<file path="config.mk">
export PLATFORM = sky130hd
export DESIGN_NAME = pd_unit
export DESIGN_NICKNAME = d
export VERILOG_FILES = /design/src/logic/pd_pkg.sv /design/src/logic/pd_unit.sv /design/src/logic/cond_eval.sv /design/src/logic/sub_op_decoder.sv /design/src/logic/group_decoder.sv /design/src/logic/instr_reg.sv
export VERILOG_INCLUDE_DIRS = /design/src /design/src/logic
export SDC_FILE = /design/constraint.sdc
export NUM_CORES = 1
export LEC_CHECK = 0
export ABC_AREA = 1
export BUFFER_PORTS_ARGS = -buffer_cell sky130_fd_sc_hd__buf_2
export CAP_MARGIN = 20
export CORE_MARGIN = 2
export CORE_UTILIZATION = 39
export DETAILED_ROUTE_END_ITERATION = 10
export PLACE_DENSITY_LB_ADDON = 0.08
export SETUP_SLACK_MARGIN = 0.15
export SKIP_CTS_REPAIR_TIMING = 1
export SYNTH_ARGS = -nofsm -noshare
export SYNTH_HDL_FRONTEND = slang
export SYNTH_HIERARCHICAL = 1
export SYNTH_SLANG_ARGS = --single-unit
export TNS_END_PERCENT = 100
</file>
<file path="constraint.sdc">
create_clock -name clk -period 1.65 [get_ports clk]
set_input_delay 0.165 -clock clk [delete_from_list [all_inputs] [get_ports clk]]
set_output_delay 0.165 -clock clk [all_outputs]
set_load 0.01 [all_outputs]
</file>
<file path="src/logic/pd_defs.svh">
/* Field layout of the 16-bit instruction word, group MSB first.
   Valid masks mark assigned opcodes per group; bit n is opcode n. */

`ifndef PD_DEFS_SVH
`define PD_DEFS_SVH

`define PD_IR_W           16  // Instruction word
`define PD_GRP_W          2   // Major group selector
`define PD_OP_W           4   // Opcode within a group
`define PD_FIELD_W        3   // A, B and C register fields
`define PD_SHORT_W        6   // Short argument T
`define PD_GROUPS         3   // Groups 01, 10 and 11
`define PD_OPS_PER_GROUP  16
`define PD_FLAGS_W        9   // r0 condition flags

`define PD_S_OPS          5   // HLT MCL SIN GI LIP
`define PD_BN_OPS         8   // MB IM KI FI SP MD RZ IB

// Assigned opcodes
`define PD_G1_VALID       16'hffff
`define PD_G2_VALID       16'hffff
`define PD_G3_VALID       16'hbfff  // Code 14 reserved

`endif
</file>
<file path="src/logic/pd_pkg.sv">
/* Types for the P-D decoder. Struct fields are declared MSB first,
   so grp sits in bits 15:14 of the instruction word. */

`include "pd_defs.svh"

package pd_pkg;

	// Register-argument layout
	typedef struct packed {
		logic [`PD_GRP_W-1:0]   grp;
		logic [`PD_OP_W-1:0]    op;
		logic                   d;
		logic [`PD_FIELD_W-1:0] a;
		logic [`PD_FIELD_W-1:0] b;
		logic [`PD_FIELD_W-1:0] c;
	} ir_fields_s;

	// Short-argument layout, B and C merged into T
	typedef struct packed {
		logic [`PD_GRP_W-1:0]   grp;
		logic [`PD_OP_W-1:0]    op;
		logic                   d;
		logic [`PD_FIELD_W-1:0] a;
		logic [`PD_SHORT_W-1:0] t;
	} ir_short_s;

	typedef union packed {
		ir_fields_s fields;
		ir_short_s  short_form;
	} ir_word_u;

	// One-hot opcode lines, one vector per major group
	typedef struct packed {
		logic [`PD_OPS_PER_GROUP-1:0] g1;  // Group 01
		logic [`PD_OPS_PER_GROUP-1:0] g2;  // Group 10
		logic [`PD_OPS_PER_GROUP-1:0] g3;  // Group 11
	} op_groups_s;

	// r0 flags in register order
	typedef struct packed {
		logic z;
		logic m;
		logic v;
		logic c;
		logic l;
		logic e;
		logic g;
		logic y;
		logic x;
	} cond_flags_s;

	typedef struct packed {
		logic [`PD_S_OPS-1:0]   s_op;     // Indexed by A
		logic [`PD_BN_OPS-1:0]  bn_op;    // Indexed by A
		logic [`PD_FIELD_W-1:0] c_shift;  // B field of C group
	} sub_ops_s;

	typedef struct packed {
		op_groups_s          ops;
		sub_ops_s            sub;
		logic                ka1;
		logic                ka2;
		logic                illegal;
		logic                nef;
		logic                md;
		logic [`PD_IR_W-1:0] imm;
		logic                c0;
	} pd_ctrl_s;

endpackage

</file>
<file path="src/logic/pd_unit.sv">
/* P-D decoder top. ir and ctrl settle one clock after the load edge;
   r0, q, p and mc_3 act on ctrl in the same cycle. */

`include "pd_defs.svh"

module pd_unit
	import pd_pkg::*;
(
	input  logic                clk,
	input  logic                rst_n,
	input  logic [`PD_IR_W-1:0] w,
	input  logic                strob1,
	input  logic                w_ir,
	input  logic                si1,     // Group decode suppression
	input  logic                q,
	input  logic                p,
	input  logic                mc_3,
	input  cond_flags_s         r0,
	output ir_word_u            ir,
	output pd_ctrl_s            ctrl
);

	logic [`PD_GROUPS-1:0][`PD_OPS_PER_GROUP-1:0] group_ops;
	logic [`PD_GROUPS-1:0]                        legal;

	op_groups_s          ops;
	sub_ops_s            sub;
	logic                ka1;
	logic                ka2;
	logic [`PD_IR_W-1:0] imm;
	logic                c0;
	logic                illegal;
	logic                nef;
	logic                md;

	instr_reg u_instr_reg (
		.clk    (clk),
		.rst_n  (rst_n),
		.w      (w),
		.strob1 (strob1),
		.w_ir   (w_ir),
		.ir     (ir)
	);

	// Slice 0 is group 01
	for (genvar gi = 0; gi < `PD_GROUPS; gi++) begin : g_grp
		group_decoder #(
			.GROUP (gi + 1)
		) u_group_decoder (
			.ir    (ir),
			.si1   (si1),
			.ops   (group_ops[gi]),
			.legal (legal[gi])
		);
	end

	assign ops.g1 = group_ops[0];
	assign ops.g2 = group_ops[1];
	assign ops.g3 = group_ops[2];

	sub_op_decoder u_sub_op_decoder (
		.ir   (ir),
		.ops  (ops),
		.sub  (sub),
		.ka1  (ka1),
		.ka2  (ka2),
		.imm  (imm),
		.c0   (c0)
	);

	cond_eval u_cond_eval (
		.ir      (ir),
		.ops     (ops),
		.sub     (sub),
		.legal   (legal),
		.q       (q),
		.p       (p),
		.mc_3    (mc_3),
		.r0      (r0),
		.illegal (illegal),
		.nef     (nef),
		.md      (md)
	);

	always_comb begin
		ctrl.ops     = ops;
		ctrl.sub     = sub;
		ctrl.ka1     = ka1;
		ctrl.ka2     = ka2;
		ctrl.illegal = illegal;
		ctrl.nef     = nef;
		ctrl.md      = md;
		ctrl.imm     = imm;
		ctrl.c0      = c0;
	end

endmodule

</file>
<file path="src/logic/cond_eval.sv">
/* Illegal and ineffective instruction flags, purely combinational.
   Suppressed groups have no active lines and so read as illegal. */

`include "pd_defs.svh"

module cond_eval
	import pd_pkg::*;
(
	input  ir_word_u                 ir,
	input  op_groups_s               ops,
	input  sub_ops_s                 sub,
	input  logic [`PD_GROUPS-1:0]    legal,
	input  logic                     q,      // User mode
	input  logic                     p,      // Skip pending
	input  logic                     mc_3,
	input  cond_flags_s              r0,
	output logic                     illegal,
	output logic                     nef,
	output logic                     md
);

	localparam int G1_OU = 13;
	localparam int G1_IN = 14;
	localparam int G3_JS = 8;
	localparam int G3_C  = 10;
	localparam int G3_S  = 11;
	localparam int G3_J  = 12;

	logic grp0;
	logic s_bad;
	logic c_bad;
	logic priv;
	logic j_flag;
	logic js_flag;
	logic jump_fail;

	assign grp0 = (ir.fields.grp == '0);

	// S codes 5..7 and C codes B=3..7 are unused
	assign s_bad = ops.g3[G3_S] & (ir.fields.a >= `PD_S_OPS);
	assign c_bad = ops.g3[G3_C] & (ir.fields.b[2] | (&ir.fields.b[1:0]));

	assign illegal = grp0 | ~|legal | s_bad | c_bad;

	// S group and I/O are privileged
	assign priv = ops.g3[G3_S] | ops.g1[G1_OU] | ops.g1[G1_IN];

	assign md = sub.bn_op[5];

	// J condition
	always_comb begin
		case (ir.fields.a)
			3'd1:    j_flag = r0.l;
			3'd2:    j_flag = r0.e;
			3'd3:    j_flag = r0.g;
			3'd4:    j_flag = r0.z;
			3'd5:    j_flag = r0.m;
			3'd6:    j_flag = ~r0.e;  // JN
			default: j_flag = 1'b1;   // Unconditional
		endcase
	end

	// JS condition
	always_comb begin
		case (ir.fields.a)
			3'd1:    js_flag = r0.v;
			3'd2:    js_flag = r0.m;
			3'd3:    js_flag = r0.c;
			3'd4:    js_flag = r0.y;
			3'd5:    js_flag = r0.x;
			3'd6:    js_flag = r0.l;
			3'd7:    js_flag = r0.g;
			default: js_flag = 1'b1;
		endcase
	end

	assign jump_fail = (ops.g3[G3_J] & ~j_flag) | (ops.g3[G3_JS] & ~js_flag);

	assign nef = illegal | p | (q & priv) | (md & mc_3) | jump_fail;

endmodule

</file>
<file path="src/logic/sub_op_decoder.sv">
/* S, BN and C sub-operations and the short-argument class.
   imm is nonzero only for ka1 instructions; other words give zero. */

`include "pd_defs.svh"

module sub_op_decoder
	import pd_pkg::*;
(
	input  ir_word_u            ir,
	input  op_groups_s          ops,
	output sub_ops_s            sub,
	output logic                ka1,
	output logic                ka2,
	output logic [`PD_IR_W-1:0] imm,
	output logic                c0
);

	localparam int G3_C  = 10;
	localparam int G3_S  = 11;
	localparam int G3_BN = 15;
	localparam int G3_KA2 = 9;

	logic                is_s;
	logic                is_bn;
	logic                is_c;
	logic [`PD_IR_W-1:0] t_ext;
	logic [`PD_IR_W-1:0] t_neg;

	assign is_s  = ops.g3[G3_S];
	assign is_bn = ops.g3[G3_BN];
	assign is_c  = ops.g3[G3_C];

	// S group, A selects one of five
	always_comb begin
		sub.s_op = '0;
		if (is_s && (ir.fields.a < `PD_S_OPS)) begin
			sub.s_op[ir.fields.a] = 1'b1;
		end
	end

	// BN group uses all eight A codes
	always_comb begin
		sub.bn_op = '0;
		if (is_bn) begin
			sub.bn_op[ir.fields.a] = 1'b1;
		end
	end

	assign sub.c_shift = is_c ? ir.fields.b : '0;  // Shift selector

	assign c0 = ~|ir.fields.c;

	// Short-argument classes
	assign ka1 = |ops.g1[11:8];  // Codes 8 to 11
	assign ka2 = ops.g3[G3_KA2];

	// T is a magnitude, D gives the sign
	assign t_ext = {{(`PD_IR_W-`PD_SHORT_W){1'b0}}, ir.short_form.t};
	assign t_neg = ~t_ext + 1'b1;

	always_comb begin
		if (!ka1) begin
			imm = '0;
		end else if (ir.short_form.d) begin
			imm = t_neg;
		end else begin
			imm = t_ext;
		end
	end

endmodule

</file>
<file path="src/logic/group_decoder.sv">
/* One major group. GROUP is the grp code, 1 to 3.
   Only assigned opcodes raise a line; reserved codes leave ops at zero. */

`include "pd_defs.svh"

module group_decoder
	import pd_pkg::*;
#(
	parameter int GROUP = 1
) (
	input  ir_word_u                     ir,
	input  logic                         si1,
	output logic [`PD_OPS_PER_GROUP-1:0] ops,
	output logic                         legal
);

	localparam logic [`PD_OPS_PER_GROUP-1:0] VALID =
		(GROUP == 1) ? `PD_G1_VALID :
		(GROUP == 2) ? `PD_G2_VALID : `PD_G3_VALID;

	logic sup;
	logic en;

	// si1 only affects groups 01 and 10
	assign sup = (GROUP == 1) ? (si1 & ir.fields.grp[0]) :
	             (GROUP == 2) ? (si1 & ir.fields.grp[1]) : 1'b0;

	assign en = (ir.fields.grp == GROUP[`PD_GRP_W-1:0]) & ~sup;

	always_comb begin
		ops = '0;
		if (en) begin
			ops[ir.fields.op] = VALID[ir.fields.op];  // Mask reserved codes
		end
	end

	assign legal = |ops;

endmodule

</file>
<file path="src/logic/instr_reg.sv">
/* Loads on a clock edge while strob1 and w_ir are both high.
   Clears to zero on reset, which decodes as illegal group 00. */

`include "pd_defs.svh"

module instr_reg
	import pd_pkg::*;
(
	input  logic                clk,
	input  logic                rst_n,
	input  logic [`PD_IR_W-1:0] w,       // Bus word
	input  logic                strob1,
	input  logic                w_ir,
	output ir_word_u            ir
);

	logic load;

	assign load = strob1 & w_ir;  // Both strobes required

	always_ff @(posedge clk or negedge rst_n) begin
		if (!rst_n) begin
			ir <= '0;
		end else if (load) begin
			ir <= w;
		end
	end

endmodule

</file>
# After elaboration in Yosys (flattened, before gate mapping)
# Memory sizes are Yosys's and may differ from the RTL's.
# Cells that the tools add are included.
# totals
memories	2
mem_bits_ro	32
wordCells	76
regBits	16
# op_classes
bitwise_logic	30
reduce_logical	10
mux	16
n_eq_ne	10
addsub	1
magnitude_cmp	6
# mem_list
name	depth	word_bits	rd	rd_ports_with_merged_regs	write_ports	line	text
(no name shown)	16	1	1	0	0	group_decoder.sv:33	ops[ir.fields.op] = VALID[ir.fields.op];
(no name shown)	16	1	1	0	0	group_decoder.sv:33	
# op_table
op	n
16-bit two-way mux	5
48-bit OR reduction	1
16-bit bitwise AND	2
16-bit by 1-bit adder with 16-bit output, second input constant	1
6-bit NOT with 16-bit output	1
3-bit == test, second input constant	4
1-bit bitwise AND	11
1-bit OR	11
8-bit two-way mux	1
1-bit one-hot mux with 7 select lines	1
3-bit by 2-bit == test with 1-bit output, second input constant	2
1-bit one-hot mux with 6 select lines	1
4-bit by 5-bit less-than comparator with 1-bit output, second input constant	1
5-bit two-way mux	1
1-bit NOT	5
1-bit demux with 4-bit select	1
2-bit == test, second input constant	2
4-bit by 1-bit greater-or-equal comparator with 1-bit output, second input constant	1
3-bit by 4-bit less-than comparator with 1-bit output, second input constant	1
1-bit two-way mux	4
4-bit OR reduction	1
1-bit demux with 3-bit select	1
3-bit by 1-bit == test with 1-bit output, second input constant	1
3-bit by 1-bit greater-or-equal comparator with 1-bit output, second input constant	1
9 further kinds	12

# Depth between registers and ports, before layout
# logic_depth
depth_word	15
ltp_mapped	13

# Hierarchy
# The synthesis kept the hierarchy.
# by_module_without_submodules
mod	cells_each	seq_area_each_um2	instances	area_per_inst_um2
instr_reg	70	400.4	1	690.7
group_decoder at g_grp[0].u_group_decoder ...	50	0.0	2	241.5
sub_op_decoder	81	0.0	1	399.1
cond_eval	56	0.0	1	305.3
group_decoder at g_grp[2].u_group_decoder	32	0.0	1	155.1
pd_unit	6	0.0	1	45.0

# Worst setup path before layout
# OpenSTA, ideal clock, no wires.
# synth_path
kind	reg2out
startpoint	register u_instr_reg/ir[11] (netlist name)
endpoint	output ctrl[18] (netlist name)
path_stages_with_launch	10
arrival_ns	1.954
t_required_ns	1.485
setup_slack_ns	-0.469
cell_sequence	dfrtp_1 > nand3_2 > nor2_1 > nand2_1 > nor3_1 > a21oi_1 > nand2_1 > nor2_1 > nand2_1 > buf_4
# synth_lines
item	line	text
start, declared	instr_reg.sv:14	output ir_word_u ir
start signal, assigned	instr_reg.sv:25	ir <= w;
end, declared	pd_unit.sv:20	output pd_ctrl_s ctrl

==> flow_metrics.py <==
metrics = {
    "routing": {
        "detail-route-antenna-nets": 0,
        "drtIter0Drc": 171,
        "drt_pass1_iterations": 4,
        "drc": 0,
        "num_vias": 2756,
        "drt-vias-per-instance": 4.78,
        "wl_per_cell_um": 12.5,
        "routed_wl_mm": 7.22,
    },
    "synthesis": {
        "synth_edf_count": 0,
        "synth_area_um2": 2080,
        "synth_cell_types": 32,
        "synth_compound_area_frac": 0.0289,
        "synth-adder-area-share": 0.0181,
        "avgSynthCellArea_um2": 6.02,
        "synth_fp_nets": 381,
        "synth.area.mux_share": 0.00963,
        "synthCells": 345,
        "synth-xor-area-share": 0,
        "synth_top_family_by_area": "simple AND/OR/NAND/NOR gates",
        "ys_warn_count": 6,
        "ys_seq_area_frac": 0.193,
        "ys_ff_latch": 16,
        "synth-main-ff-cell": "dfrtp_1",
        "async_reset_ff_frac": 1.00,
        "synth-simple-area-share": 0.556,
    },
    "min_path": {
        "min_path_type": "input pin to flop",
    },
    "setup_path": {
        "regToRegSetupSlack_ns": 0.70,
        "crit_fanout": 8,
        "crit_arrival_ns": 1.77,
        "path_buf_inv": 2,
        "ff2ff_path_depth": 3,
        "setup.worst_path.end": "ctrl[8]",
        "crit_required_ns": 1.48,
        "cp-end-kind": "output pin",
        "crit_chain": "nand2_2 > inv_2 > nand2_1 > nor2_2 > nor2_2 > nand3_4 > nand2_8 > a21oi_4 > buf_6",
        "path_delay_family": "simple AND/OR/NAND/NOR gates",
        "worst-path-stages": 9,
        "slowest_stage": "dfrtp_2",
        "critPathLaunch": "u_instr_reg/ir[10]",
        "critPathMostFrequentCell": "nor2_2",
        "rr_startpoint": "u_instr_reg/ir[10]",
        "slowest_delay_ns": 0.54,
        "start_kind": "flop",
        "path_class": "flop to output pin",
        "rr_endpoint": "u_instr_reg/ir[10]",
    },
    "floorplanning": {
        "die_w_um": 77,
        "pin_count": 135,
        "row_count": 26,
        "core_um2": 5140,
        "die_area_um2": 5930,
        "die_height_um": 77,
        "start_util": 0.404,
    },
    "finish": {
        "reg_top3": "u_instr_reg/ir: 16 flops",
        "area_growth_pct": 75.6,
        "regMostFlops": "u_instr_reg/ir",
        "largest_reg_flops": 16,
        "register_area_um2": 409,
        "multi_input_area_um2": 1630,
        "fin_cells": 577,
        "num_antenna_cells": 0,
        "mostFrequentLayoutCells": "buf_2, nand2_1, buf_6, buf_4, nor2_4",
        "final_cell_area_um2": 3650,
        "nets": 544,
        "final_common_cell": "buf_2",
        "drive_above_1_share": 0.602,
        "n_fill_cell": 470,
    },
    "grt": {
        "grt_max_degree": 18,
        "grt_pass1_vias": 2215,
        "antenna_found_initial": 0,
        "grt_overflow": 0,
        "grt_usage": 0.200,
        "busiest_layer": "met2",
        "grt_use_met1": 0.261,
        "gr-usage-met3": 0.0259,
        "grt_first_pass_wirelength_mm": 10.1,
        "met2_usage": 0.368,
    },
    "sta": {
        "finalCritPeriodShare": 1.18,
        "setup_ws_ns": -0.290,
        "timing.hold.ws_ns": 0.141,
        "rsz0062_at_grt": "yes",
        "fin_crit_ns": 1.94,
        "clock.fmax_ghz": 0.516,
        "setup_viol": 46,
        "drv_slew": 0,
        "skew_ns": 0,
        "hold_viol": 0,
    },
    "placement": {
        "placed_area_um2": 2960,
        "numPlacedInstances": 555,
        "place.gp.congestion": 0.843,
        "dp_hpwl_mm": 5.08,
        "pre_cts_slack_ns": -0.0114,
        "port_buffers": 133,
    },
    "flow_run": {
        "drv_cap": 0,
    },
    "pwr": {
        "powerDensity_nw_per_um2": 528,
        "power_w": 0.00193,
        "peakVddDrop_mv": 0.675,
        "leakagePower_nw": 1.92,
    },
    "cts": {
        "insertion_delay_ns": 0.25,
        "cts.sinks": 16,
        "htreeDepth": 1,
        "cts_tree": "yes",
        "clk_pin_slew_worst_paths_ns": 0.07,
        "cts_buffers": 3,
        "cts_buffer_depth": 2,
        "root_buffer": "clkbuf_8",
    },
    "status": {
        "violations": "negative setup slack",
        "status": "finished, violations left",
    },
}
==> layer usage <==
| layer | vias to the layer above | part of all wire |
|---|---|---|
| met2 | 116 | 0.52 |
| li1 | 1380 | - |
| met5 | - | 0 |
| met1 | 1248 | 0.40 |
| met3 | 12 | 0.058 |
| met4 | 0 | 0.017 |
==> final cells by class <==
type | instances | area share
Multi-Input combinational cell | 260 | 0.447
Timing Repair Buffer | 183 | 0.350
Sequential cell | 16 | 0.112
Inverter | 44 | 0.0521
Tap cell | 70 | 0.0240
Clock buffer | 4 | 0.0151
==> stage by stage <==
stage / util / TNS [ns]
2_1_floorplan: - / -0.212
3_3_place_gp: 0.576 / 0
3_5_place_dp: 0.576 / -0.0299
4_1_cts: 0.586 / -5.45
5_1_grt: 0.710 / -11.19
6_report: 0.710 / -6.09
==> kinds of logic after synthesis <==
kind of cell               count (synthesis)
muxes                                      2
other                                      1
and+or+nand+nor                          244
AOI/OAI and AO/OA                         10
adders and majority gates                  3
buffers and inverters                     69
DFF                                       16
==> tightest hold or removal path: cells and delay by family <==
family | cells | cell delay (ns)
and+or+nand+nor | 2 | 0.12
buffers and inverters | 1 | 0.08
==> how the worst min path moves through the flow <==
stage / cells past startpoint / startpoint / end
finish: 3 / w[0] / u_instr_reg/ir[0]
global route: 3 / w[1] / u_instr_reg/ir[1]
CTS: 1 / rst_n / u_instr_reg/ir[0]
detailed placement: 1 / rst_n / u_instr_reg/ir[0]
global placement: 1 / rst_n / u_instr_reg/ir[0]
floorplan: 0 / rst_n / u_instr_reg/ir[0]
==> power breakdown <==
part           switching, W  total [W]  leakage (nW)  internal (W)
clock network      0.000139   0.000351        0.0288      0.000212
registers         0.0000996   0.000545         0.190      0.000445
logic              0.000607    0.00103          1.70      0.000424
==> Yosys cell counts, types with 5 or more instances <==
master	instances	area, µm²
inv_1	37	139
nor3_1	5	25.0
a21oi_1	5	25.0
dfrtp_1	16	400
nand3_2	6	60.1
buf_4	14	105
nor2_2	24	150
inv_2	5	18.8
nand3_1	21	105
nor2_1	63	236
nand4_1	10	62.6
nand2_1	104	390
buf_6	7	78.8
Note: power is estimated with default switching activity, not from simulation.
